### src/mipsCore_config.svh
`ifndef MIPS_CORE_CONFIG_SVH
`define MIPS_CORE_CONFIG_SVH

// ======================================================================
// core geometry
// ======================================================================

// data and address width
`define MIPS_WORD_BITS 32

// architectural registers
`define MIPS_REG_COUNT 32

// ======================================================================
// memory port and reset
// ======================================================================

// cycles between raising read and the data being valid
`define MIPS_MEM_WAIT 2

// first fetch address
`define MIPS_RESET_PC 32'h0000_0000

`endif
### src/mipsPkg.sv
`default_nettype none
`include "mipsCore_config.svh"

package mipsPkg;

   typedef logic [`MIPS_WORD_BITS-1:0] word_t;
   typedef logic [4:0] regAddr_t;
   typedef logic [5:0] opcode_t;

   // primary opcodes used by the decoder
   localparam opcode_t opRType = 6'h00;
   localparam opcode_t opJ     = 6'h02;
   localparam opcode_t opJal   = 6'h03;
   localparam opcode_t opBeq   = 6'h04;
   localparam opcode_t opBne   = 6'h05;
   localparam opcode_t opAddi  = 6'h08;
   localparam opcode_t opAddiu = 6'h09;
   localparam opcode_t opSlti  = 6'h0a;
   localparam opcode_t opSltiu = 6'h0b;
   localparam opcode_t opAndi  = 6'h0c;
   localparam opcode_t opOri   = 6'h0d;
   localparam opcode_t opXori  = 6'h0e;
   localparam opcode_t opLui   = 6'h0f;
   localparam opcode_t opLw    = 6'h23;
   localparam opcode_t opSw    = 6'h2b;

   typedef enum logic [2:0] {
      aluAdd, aluSub, aluSlt, aluSltu, aluAnd, aluXor, aluOr, aluNor
   } aluOp_t;

   typedef enum logic [4:0] {
      stReset, stFetchWait, stFetchCap, stDecode,
      stExAluR, stExAluI,
      stLwAddr, stLwWait, stLwCap, stLwWb,
      stSwAddr, stSwRelease, stSwFinish,
      stLui, stBrCmp, stBrTake, stJump,
      stJalLink, stJalJump, stJrJump, stJrFinish
   } ctrlState_t;

   typedef struct packed {
      logic pcWrite, aWrite, bWrite, irWrite, mdrWrite, marWrite, rfWrite;
      logic setRead, clrRead, setWrite, clrWrite;
      logic addrFromAlu;       // MAR from ALU, else from PC
      logic signExtend;
      logic [1:0] aluSelA;     // 0 PC, 1 A, 2 zero
      logic [2:0] aluSelB;     // 0 B, 1 four, 2 imm, 3 imm<<2, 4 jump, else zero
      aluOp_t aluOp;
      logic [1:0] regDst;      // 0 rt, 1 rd, 2 r31
      logic [1:0] wbSel;       // 0 alu, 1 mdr, 2 lui
   } dpCtrl_t;

   typedef struct packed {
      word_t addr;
      word_t writeData;
      logic  read;
      logic  write;
   } memReq_t;

endpackage

`default_nettype wire

### src/mipsCore.sv
`timescale 1ns/1ns
`default_nettype none

module mipsCore import mipsPkg::*; (
   input  logic    clk,
   input  logic    reset,
   input  word_t   memReadData,
   output memReq_t memReq
);

   dpCtrl_t ctrl;
   word_t   instr;
   logic    aluZero;

   mipsController u_controller (
      .clk     (clk),
      .reset   (reset),
      .instr   (instr),
      .aluZero (aluZero),
      .ctrl    (ctrl)
   );

   mipsDatapath u_datapath (
      .clk         (clk),
      .reset       (reset),
      .ctrl        (ctrl),
      .memReadData (memReadData),
      .instr       (instr),
      .aluZero     (aluZero),
      .memReq      (memReq)
   );

endmodule

`default_nettype wire

### src/mipsController.sv
`timescale 1ns/1ns
`default_nettype none
`include "mipsCore_config.svh"

module mipsController import mipsPkg::*; (
   input  logic    clk,
   input  logic    reset,
   input  word_t   instr,
   input  logic    aluZero,
   output dpCtrl_t ctrl
);

   localparam int WaitBits = $clog2(`MIPS_MEM_WAIT + 1);

   ctrlState_t state, nextState;
   logic [WaitBits-1:0] waitCnt;
   logic    waitDone;
   logic    goFetch;
   opcode_t opcode;
   logic [5:0] funct;

   assign opcode   = instr[31:26];
   assign funct    = instr[5:0];
   assign waitDone = (waitCnt == WaitBits'(`MIPS_MEM_WAIT - 1));

   always_ff @(posedge clk) begin
      if (reset)
         state <= stReset;
      else
         state <= nextState;
   end

   // counts only while parked in a memory wait state
   always_ff @(posedge clk) begin
      if (reset || (state != stFetchWait && state != stLwWait))
         waitCnt <= '0;
      else
         waitCnt <= waitCnt + 1'b1;
   end

   always_comb begin
      ctrl      = '0;
      nextState = state;
      goFetch   = 1'b0;

      case (state)
         stReset: goFetch = 1'b1;

         stFetchWait:
            if (waitDone) nextState = stFetchCap;

         stFetchCap: begin   // IR <= mem, PC <= PC + 4
            ctrl.irWrite = 1'b1;
            ctrl.pcWrite = 1'b1;
            ctrl.clrRead = 1'b1;
            ctrl.aluSelB = 3'd1;
            nextState    = stDecode;
         end

         stDecode: begin
            ctrl.aWrite     = 1'b1;
            ctrl.bWrite     = 1'b1;
            ctrl.signExtend = 1'b1;
            ctrl.aluSelB    = 3'd3;   // branch target on the ALU
            case (opcode)
               opRType:
                  case (funct)
                     6'h08:                      nextState = stJrJump;
                     6'h20, 6'h21, 6'h22, 6'h23,
                     6'h24, 6'h25, 6'h26, 6'h27,
                     6'h2a, 6'h2b:               nextState = stExAluR;
                     default:                    goFetch   = 1'b1;
                  endcase
               opAddi, opAddiu, opSlti, opSltiu,
               opAndi, opOri, opXori: nextState = stExAluI;
               opLw:                  nextState = stLwAddr;
               opSw:                  nextState = stSwAddr;
               opLui:                 nextState = stLui;
               opBeq, opBne:          nextState = stBrCmp;
               opJ:                   nextState = stJump;
               opJal:                 nextState = stJalLink;
               default:               goFetch   = 1'b1;   // unknown, skip
            endcase
         end

         stExAluR: begin
            ctrl.aluSelA = 2'd1;
            ctrl.aluSelB = 3'd0;
            case (funct)
               6'h22, 6'h23: ctrl.aluOp = aluSub;
               6'h24:        ctrl.aluOp = aluAnd;
               6'h25:        ctrl.aluOp = aluOr;
               6'h26:        ctrl.aluOp = aluXor;
               6'h27:        ctrl.aluOp = aluNor;
               6'h2a:        ctrl.aluOp = aluSlt;
               6'h2b:        ctrl.aluOp = aluSltu;
               default:      ctrl.aluOp = aluAdd;
            endcase
            ctrl.rfWrite = 1'b1;
            ctrl.regDst  = 2'd1;
            goFetch      = 1'b1;
         end

         stExAluI: begin
            ctrl.aluSelA = 2'd1;
            ctrl.aluSelB = 3'd2;
            case (opcode)
               opSlti:  ctrl.aluOp = aluSlt;
               opSltiu: ctrl.aluOp = aluSltu;
               opAndi:  ctrl.aluOp = aluAnd;
               opOri:   ctrl.aluOp = aluOr;
               opXori:  ctrl.aluOp = aluXor;
               default: ctrl.aluOp = aluAdd;
            endcase
            // logical immediates are zero extended
            ctrl.signExtend = !(opcode inside {opAndi, opOri, opXori});
            ctrl.rfWrite    = 1'b1;
            goFetch         = 1'b1;
         end

         stLwAddr, stSwAddr: begin
            ctrl.marWrite    = 1'b1;
            ctrl.addrFromAlu = 1'b1;
            ctrl.signExtend  = 1'b1;
            ctrl.aluSelA     = 2'd1;
            ctrl.aluSelB     = 3'd2;
            ctrl.setRead     = (state == stLwAddr);
            ctrl.setWrite    = (state == stSwAddr);
            nextState        = (state == stLwAddr) ? stLwWait : stSwRelease;
         end

         stLwWait:
            if (waitDone) nextState = stLwCap;

         stLwCap: begin
            ctrl.mdrWrite = 1'b1;
            ctrl.clrRead  = 1'b1;
            nextState     = stLwWb;
         end

         stLwWb: begin
            ctrl.rfWrite = 1'b1;
            ctrl.wbSel   = 2'd1;
            goFetch      = 1'b1;
         end

         stSwRelease: begin   // write pulse is this cycle
            ctrl.clrWrite = 1'b1;
            nextState     = stSwFinish;
         end

         stSwFinish: goFetch = 1'b1;

         stLui: begin
            ctrl.rfWrite = 1'b1;
            ctrl.wbSel   = 2'd2;
            goFetch      = 1'b1;
         end

         stBrCmp: begin
            ctrl.aluSelA = 2'd1;
            ctrl.aluSelB = 3'd0;
            ctrl.aluOp   = aluSub;
            if (aluZero == (opcode == opBeq))
               nextState = stBrTake;
            else
               goFetch = 1'b1;
         end

         stBrTake, stJump, stJalJump, stJrJump: begin
            ctrl.pcWrite     = 1'b1;
            ctrl.marWrite    = 1'b1;
            ctrl.addrFromAlu = 1'b1;
            ctrl.setRead     = 1'b1;
            ctrl.signExtend  = 1'b1;
            case (state)
               stBrTake: ctrl.aluSelB = 3'd3;   // PC + offset
               stJrJump: begin
                  ctrl.aluSelA = 2'd1;
                  ctrl.aluSelB = 3'd5;           // rs + 0
               end
               default: begin
                  ctrl.aluSelA = 2'd2;
                  ctrl.aluSelB = 3'd4;
               end
            endcase
            nextState = (state == stJrJump) ? stJrFinish : stFetchWait;
         end

         stJalLink: begin   // r31 <= PC, already PC + 4
            ctrl.aluSelA = 2'd0;
            ctrl.aluSelB = 3'd5;
            ctrl.regDst  = 2'd2;
            ctrl.rfWrite = 1'b1;
            nextState    = stJalJump;
         end

         stJrFinish: goFetch = 1'b1;

         default: nextState = stReset;
      endcase

      // common tail: MAR <= PC and start the next fetch
      if (goFetch) begin
         ctrl.marWrite    = 1'b1;
         ctrl.addrFromAlu = 1'b0;
         ctrl.setRead     = 1'b1;
         nextState        = stFetchWait;
      end
   end

   // capture follows exactly MIPS_MEM_WAIT cycles of waiting
   assert property (@(posedge clk) disable iff (reset)
                    (state == stFetchCap || state == stLwCap) |->
                       ($past(state, `MIPS_MEM_WAIT) == $past(state)
                        && $past(state, `MIPS_MEM_WAIT + 1) != $past(state)))
      else $error("memory wait before state %0d was not %0d cycles", state, `MIPS_MEM_WAIT);

endmodule

`default_nettype wire

### src/mipsDatapath.sv
`timescale 1ns/1ns
`default_nettype none
`include "mipsCore_config.svh"

module mipsDatapath import mipsPkg::*; (
   input  logic    clk,
   input  logic    reset,
   input  dpCtrl_t ctrl,
   input  word_t   memReadData,
   output word_t   instr,
   output logic    aluZero,
   output memReq_t memReq
);

   word_t pc, ir, regA, regB, mdr, mar;
   logic  readStrobe, writeStrobe;

   word_t    aluA, aluB, aluResult;
   word_t    rfDataA, rfDataB, rfWriteData;
   regAddr_t rfWriteAddr;
   word_t    immExt, jumpTarget;

   // ======================================================================
   // instruction fields
   // ======================================================================

   assign immExt = ctrl.signExtend ? {{16{ir[15]}}, ir[15:0]} : {16'h0000, ir[15:0]};
   assign jumpTarget = {pc[31:28], ir[25:0], 2'b00};

   // ======================================================================
   // registers
   // ======================================================================

   always_ff @(posedge clk) begin
      if (reset)
         pc <= `MIPS_RESET_PC;
      else if (ctrl.pcWrite)
         pc <= aluResult;
   end

   always_ff @(posedge clk) begin
      if (ctrl.irWrite)  ir   <= memReadData;
      if (ctrl.mdrWrite) mdr  <= memReadData;
      if (ctrl.aWrite)   regA <= rfDataA;
      if (ctrl.bWrite)   regB <= rfDataB;
      if (ctrl.marWrite)
         mar <= ctrl.addrFromAlu ? aluResult : pc;
   end

   // memory strobes, clear wins over set
   always_ff @(posedge clk) begin
      if (reset || ctrl.clrRead)
         readStrobe <= 1'b0;
      else if (ctrl.setRead)
         readStrobe <= 1'b1;

      if (reset || ctrl.clrWrite)
         writeStrobe <= 1'b0;
      else if (ctrl.setWrite)
         writeStrobe <= 1'b1;
   end

   // ======================================================================
   // operand muxes and ALU
   // ======================================================================

   always_comb begin
      case (ctrl.aluSelA)
         2'd0:    aluA = pc;
         2'd1:    aluA = regA;
         default: aluA = '0;
      endcase
   end

   always_comb begin
      case (ctrl.aluSelB)
         3'd0:    aluB = regB;
         3'd1:    aluB = 32'd4;
         3'd2:    aluB = immExt;
         3'd3:    aluB = {immExt[29:0], 2'b00};
         3'd4:    aluB = jumpTarget;
         default: aluB = '0;    // pass A through
      endcase
   end

   mipsAlu u_alu (
      .op     (ctrl.aluOp),
      .a      (aluA),
      .b      (aluB),
      .result (aluResult),
      .zero   (aluZero)
   );

   // ======================================================================
   // register file and write-back
   // ======================================================================

   always_comb begin
      case (ctrl.regDst)
         2'd0:    rfWriteAddr = ir[20:16];
         2'd1:    rfWriteAddr = ir[15:11];
         default: rfWriteAddr = 5'd31;    // link register
      endcase
   end

   always_comb begin
      case (ctrl.wbSel)
         2'd0:    rfWriteData = aluResult;
         2'd1:    rfWriteData = mdr;
         default: rfWriteData = {ir[15:0], 16'h0000};
      endcase
   end

   mipsRegFile u_regFile (
      .clk       (clk),
      .rfWrite   (ctrl.rfWrite),
      .readAddrA (ir[25:21]),
      .readAddrB (ir[20:16]),
      .writeAddr (rfWriteAddr),
      .writeData (rfWriteData),
      .readDataA (rfDataA),
      .readDataB (rfDataB)
   );

   assign instr  = ir;
   assign memReq = '{addr: mar, writeData: regB, read: readStrobe, write: writeStrobe};

   // the controller must never overlap a store with a pending read
   assert property (@(posedge clk) disable iff (reset) !(readStrobe && writeStrobe))
      else $error("read and write strobes high together");

endmodule

`default_nettype wire

### src/mipsRegFile.sv
`timescale 1ns/1ns
`default_nettype none
`include "mipsCore_config.svh"

module mipsRegFile import mipsPkg::*; (
   input  logic     clk,
   input  logic     rfWrite,
   input  regAddr_t readAddrA,
   input  regAddr_t readAddrB,
   input  regAddr_t writeAddr,
   input  word_t    writeData,
   output word_t    readDataA,
   output word_t    readDataB
);

   word_t regs [`MIPS_REG_COUNT];

   always_ff @(posedge clk) begin
      if (rfWrite && writeAddr != '0)   // r0 is never written
         regs[writeAddr] <= writeData;
   end

   assign readDataA = (readAddrA == '0) ? '0 : regs[readAddrA];
   assign readDataB = (readAddrB == '0) ? '0 : regs[readAddrB];

endmodule

`default_nettype wire

### src/mipsAlu.sv
`timescale 1ns/1ns
`default_nettype none
`include "mipsCore_config.svh"

module mipsAlu import mipsPkg::*; (
   input  aluOp_t op,
   input  word_t  a,
   input  word_t  b,
   output word_t  result,
   output logic   zero
);

   logic   sub;
   word_t  bOperand;
   logic [`MIPS_WORD_BITS:0] sum;
   logic   overflow;
   logic   lessSigned;
   logic   lessUnsigned;

   // one adder, subtract by inverting b and carrying in
   assign sub      = (op != aluAdd);
   assign bOperand = sub ? ~b : b;
   assign sum      = {1'b0, a} + {1'b0, bOperand} + {{`MIPS_WORD_BITS{1'b0}}, sub};

   assign overflow = (a[`MIPS_WORD_BITS-1] != b[`MIPS_WORD_BITS-1])
                   && (sum[`MIPS_WORD_BITS-1] != a[`MIPS_WORD_BITS-1]);
   assign lessSigned   = overflow ^ sum[`MIPS_WORD_BITS-1];
   assign lessUnsigned = ~sum[`MIPS_WORD_BITS];   // no carry out means borrow

   always_comb begin
      case (op)
         aluAdd,
         aluSub:  result = sum[`MIPS_WORD_BITS-1:0];
         aluSlt:  result = {{(`MIPS_WORD_BITS-1){1'b0}}, lessSigned};
         aluSltu: result = {{(`MIPS_WORD_BITS-1){1'b0}}, lessUnsigned};
         aluAnd:  result = a & b;
         aluOr:   result = a | b;
         aluXor:  result = a ^ b;
         aluNor:  result = ~(a | b);
         default: result = '0;
      endcase
   end

   assign zero = (result == '0);

   // branch decisions need a zero difference to mean equal operands
   always_comb begin
      if (op == aluSub)
         assert final (zero == (a == b))
            else $error("alu zero flag %b for operands %h and %h", zero, a, b);
   end

endmodule

`default_nettype wire

### config.mk
export PLATFORM = sky130hd
export DESIGN_NAME = mipsCore
export DESIGN_NICKNAME = d
export VERILOG_FILES = /design/src/mipsPkg.sv /design/src/mipsCore.sv /design/src/mipsController.sv /design/src/mipsDatapath.sv /design/src/mipsRegFile.sv /design/src/mipsAlu.sv
export VERILOG_INCLUDE_DIRS = /design/src
export SDC_FILE = /design/constraint.sdc
export NUM_CORES = 2
export LEC_CHECK = 0
export BUFFER_PORTS_ARGS = -buffer_cell sky130_fd_sc_hd__buf_4
export CORE_MARGIN = 2
export CORE_UTILIZATION = 53
export DETAILED_ROUTE_END_ITERATION = 6
export GPL_TIMING_DRIVEN = 0
export PLACE_DENSITY = 0.72
export SLEW_MARGIN = 10
export SYNTH_ARGS = -nofsm -noshare
export SYNTH_HDL_FRONTEND = slang
export SYNTH_SLANG_ARGS = --single-unit
### constraint.sdc
create_clock -name clk -period 7.2 [get_ports clk]
set_input_delay 1.44 -clock clk [delete_from_list [all_inputs] [get_ports clk]]
set_output_delay 1.44 -clock clk [all_outputs]
set_load 0.03 [all_outputs]
; ---- Word-level counts from Yosys, hierarchy flattened
; Memory sizes are Yosys's and may differ from the RTL's. A register that Yosys moved wholly into a read port is not among the register bits.
; Cells that the tools add are included.
[word_totals]
reg_bits = 137
ramBits = 1024
in_bits = 34
out_inout_bits = 66
wordCells = 183
n_memories = 1
[classes]
add_sub_neg = 3
n_eq_ne = 76
muxes = 46
bitwise = 8
n_reduce_logical = 40
[mem_list]
columns = name, words, word_bits, rd, rd_clocked_by_memory_dff, write_ports, line
row1 = u_datapath.u_regFile.regs, 32, 32, 2, 2, 1, mipsRegFile.sv:16  ; word_t regs [`MIPS_REG_COUNT];
[op_table]
columns = op, count
row1 = $pmux W32 S7, 1
row2 = $pmux W32 S5, 1
row3 = $pmux W32 S2, 2
row4 = $mux W32, 3
row5 = $eq A6 B6 Y1 const B, 12
row6 = $not A32 Y32, 2
row7 = $pmux W5 S11, 1
row8 = $eq A6 B4 Y1 const B, 9
row9 = $eq A5 B4 Y1 const B, 8
row10 = $pmux W5 S8, 1
row11 = $add A32 B32 Y33, 1
row12 = $add A33 B1 Y33, 1
row13 = $and A32 B32 Y32, 1
row14 = $logic_not A32 Y1, 1
row15 = $or A32 B32 Y32, 1
row16 = $xor A32 B32 Y32, 1
row17 = $pmux W3 S5, 2
row18 = $eq A5 B5 Y1 const B, 5
row19 = $pmux W3 S7, 1
row20 = $reduce_or A7 Y1, 3
row21 = $eq A5 B3 Y1 const B, 4
row22 = $mux W5, 4
row23 = $pmux W5 S2, 2
row24 = $mux W1, 16
row25 = 46 further kinds, 90

; ---- Depth between registers and ports, before layout
[logic_depth]
word_depth = 20
depth_mapped = 27
depth_no_buf = 22

; ---- Modules after synthesis
; Synthesis repeated with hierarchy kept, for this count alone.
[hier_totals]
cells_unflattened = 4033
area_unflattened_um2 = 62303.5
[by_module_without_submodules]
columns = mod, instances, cells_per_inst, area_each_um2, seq_area_each_um2
row1 = mipsRegFile, 1, 2564, 47923.5, 30749.5
row2 = mipsDatapath, 1, 586, 8350.5, 5485.3
row3 = mipsAlu, 1, 694, 4757.1, 0.0
row4 = mipsController, 1, 189, 1272.5, 140.1

; ---- Least setup slack after synthesis
; OpenSTA, ideal clock, no wires.
[synth_timing]
kind = register to register
startpoint = register u_datapath.ir[1] (netlist: u_datapath.instr[1])
endpoint = register u_datapath.mar[0] (enable)
arrival_ps = 6331
required_ps = 6786
setup_slack_ps = 456
path_stages_with_launch = 26
synth_period_minus_slack_ps = 6744
cell_sequence = edfxtp_1 -> clkbuf_1 -> and3b_1 -> o211a_1 -> nor2_2 -> buf_6 -> buf_6 -> nand2_1 -> buf_2 -> buf_2 -> nor2_1 -> buf_1 -> xnor2_1 -> ha_1 -> nor2b_1 -> o311a_1 -> o21ai_1 -> o211ai_1 -> xnor2_1 -> a211oi_2 -> nand4_1 -> or4b_1 -> nor4_1 -> nand4_1 -> mux2_4 -> or3_1
[synth_rtl]
columns = item, line
row1 = from (decl), mipsDatapath.sv:15  ; word_t pc, ir, regA, regB, mdr, mar;
row2 = from (signal assigned), mipsDatapath.sv:42  ; if (ctrl.irWrite) ir <= memReadData;
row3 = to (signal assigned), mipsDatapath.sv:47  ; mar <= ctrl.addrFromAlu ? aluResult : pc;
row4 = to (decl), mipsDatapath.sv:15

==> flow_summary.ini <==
[sta]
period_minus_slack_ns = 7.22
tns_ns = -0.118
holdWs_ns = 0.441
max_freq_ghz = 0.139
worst_pin_slew_ns = 1.39
hold_viol = 0
worst_clock_skew_ns = 0.0368
slew_headroom_pct = 7.27
fin_ws_ns = -0.0189
finalSetupViolations = 9
period_share_pct = 100
slew_viol_final = 0

[logic_synthesis]
synth_xor_area_share_pct = 0.808
yosys_warnings = 0
ys_top_cells_by_area = edfxtp_1 59%, mux4_2 24%, ha_1 2.0%
synth_edf_count = 1184
seq_area_frac_synth_pct = 59.9
synthSimpleGateAreaFrac_pct = 4.58
synth.most_common_cell = edfxtp_1
ys_types = 97
synth.area.mux_share_pct = 25.3
synth_common_cells = 1184 x edfxtp_1, 640 x mux4_2, 236 x nor2_1
netlist.area_leader.share_pct = 58.6
avgSynthCellArea_um2 = 17.5
synthFlopType = edfxtp_1
synth_top_family_by_area = multiplexers
ys_async_sr_fraction_pct = 0
synth_compound_area_share_pct = 5.06
syn_area_mm2 = 0.0607
synth-seq-cells = 1225
syn_inst = 3472
yosys.area.top_type = edfxtp_1
synth_fa_ha_area_share_pct = 2.01

[floorplan]
start_util_pct = 53.3
dieArea_mm2 = 0.117
io-pin-count = 100
core_area_mm2 = 0.114
die_w_um = 342
fp.dieH_um = 342
rows = 124

[finish]
num-fill-cells = 8061
syn_to_final_growth_pct = 16.1
design_area_mm2 = 0.0705
layout-drive-gt1-share_pct = 32.4
num-nets-final = 3976

[pwr]
p_seq_share_pct = 48.0
intPower_mw = 13.0
p_sw_mw = 4.40
finalPower_mw = 17.4
p_per_area_mw_per_mm2 = 247
power.leakage_nw = 23.4
p_clk_share_pct = 39.7
ir_drop_mv = 0.212
switching_share_pct = 25.3
p_comb_share_pct = 12.4

[hold_path]
min_path_type = flip-flop to flip-flop
hold_path_depth = 1

[detailed_routing]
drt-vias-per-instance = 7.24
wl_met2_mm = 99.5
route.met3.wl_mm = 26.0
vias = 39509
wl_per_cell_um = 38.9
wl_met1_mm = 71.5
wl_mm = 212
firstDrtPassIters = 7
dr.max_layer_used = met5
antenna_left = 0
drc = 2
drt_first_iter_violations = 6784

[placement]
io_buffers = 99
dpl.hpwl_mm = 153
post_dp_cell_area_mm2 = 0.0654
pre_cts_ws_ns = -3.03
gp_congestion = 1.04

[setup_path]
endpoint_kind = flip-flop
worstSetupStartpointType = flip-flop
crit_type = flip-flop to flip-flop
critPathRequiredTime_ns = 7.67
crit_path_max_fanout = 32
arrival_ns = 7.69
rr_worst_depth = 24

[run_status]
violations = DRC, setup timing
status = finished with violations

[clocking]
cts-buffers-inserted = 133
clock-root-buffer = clkbuf_16
cts_max_path_buffers = 3
cts_max_level = 4
cts_tree = yes
clkLatencyLatePin_ns = 0.76
cts_sinks = 1225
clkTransAtPathRegs_ns = 0.06

[global_route]
grt-ovfl-total = 0
grt_start_max_net_pins = 66
grtUsageTotal_pct = 36.3
grt_pass1_vias = 38191
grt_pass1_wl_mm = 292
antenna_found_initial = 3

[flow_run]
maxCapViolCount = 0
## logic make-up after synthesis
logic type,count (synthesis)
muxes,730
buffers and inverters,350
xor gates and xnor gates,56
AOI/OAI and AO/OA,430
other,1
DFF,1225
adders and majority gates,97
and+or+nand+nor,583
## sequential cells by signal, summed over array words and instances, names as in the netlist, 2 cells and up
register                   cells
u_controller.waitCnt           2
u_datapath.regA               32
u_controller.state             5
u_datapath.instr              32
u_datapath.u_regFile.regs   1024
u_datapath.mdr                32
u_datapath.pc                 32
u_datapath.mar                32
u_datapath.regB               32
## cell usage in the layout (no fill, tap or decap), types with 29 or more instances in the layout
cell       count
inv_1         79
mux4_2       640
conb_1        32
xnor2_1       31
nand2_1      143
clkbuf_1     173
buf_16        29
nand3_1       29
buf_1         42
o21ai_0       47
nor2_4        37
nor2_1       196
a21oi_1       90
buf_4        154
a22oi_1       31
clkbuf_2      31
mux2i_1       75
a211oi_1      33
clkbuf_16    140
ha_1          91
dfxtp_1       40
edfxtp_1    1184
## worst max-delay path: stages (launching register included)
cell and delay (ns):
dfxtp_1 0.33, buf_4 0.19, nor2_1 0.33, nand2_1 0.21, nor2_4 0.43, a31o_2 0.31, clkbuf_2 0.33, a222oi_1 0.12
buf_4 0.21, xor2_1 0.14, ha_2 0.46, o21ai_1 0.14, a211oi_2 0.34, o21ai_4 0.14, o211ai_1 0.32, xnor2_2 0.15
a211oi_4 0.36, nand4_1 0.18, or4b_1 0.60, nor4_2 0.24, nand4_1 0.13, buf_4 0.23, mux2_4 0.35, or3_2 0.45
buf_12 0.19
## layer usage
metal,up-vias,GRT usage [%]
met3,753,9.48
met1,20237,45.7
met2,3259,56.8
met4,2,22.5
li1,15258,-
met5,-,0
## stage by stage
step                      cells  utilization [%]
after floorplan            3503                -
after global placement     5114             55.7
after detailed placement   5184             57.4
after CTS                  5439             61.6
after global routing       5457             61.9
final                      5458             61.9
## path summary, 6_finish.rpt
check	start	endpoint	slack, ns
worst min-delay path	u_controller.waitCnt[0]	u_controller.waitCnt[0]	0.44
worst max register to register	u_controller.state[3]	u_datapath.mar[26]	-0.02
worst min register to register	u_controller.waitCnt[0]	u_controller.waitCnt[0]	0.44
worst max-delay path	u_controller.state[3]	u_datapath.mar[26]	-0.02
## repair_timing
action	4_1_cts	5_1_grt
endpoints found under the setup margin	1032	32
cloned	0	0
buffers inserted	24	21
pin swaps	15	17
resized for setup	68	55
hold buffers	0	0
## power by group through the flow
stage / combinational [mW] / clock [mW] / sequential [mW]
floorplan: 1.06 / 0 / 8.56
global placement: 1.87 / 0 / 8.53
detailed placement: 2.01 / 0 / 8.49
CTS: 2.06 / 6.91 / 8.33
global route: 2.23 / 7.17 / 8.34
finish: 2.15 / 6.90 / 8.34
## cell type report
type | count | area [um^2] | share of cell area [%]
clock inverters | 64 | 701 | 0.994
multi-input cells | 1928 | 23800 | 33.7
plain buffers | 260 | 1180 | 1.68
inverters | 81 | 307 | 0.435
clock buffers | 171 | 3640 | 5.17
flip-flops and latches | 1225 | 36400 | 51.6
diodes | 1 | 2.50 | 0.00355
repair buffers | 216 | 2590 | 3.68
well taps | 1512 | 1890 | 2.69
Power figures use the tool's default switching activity.
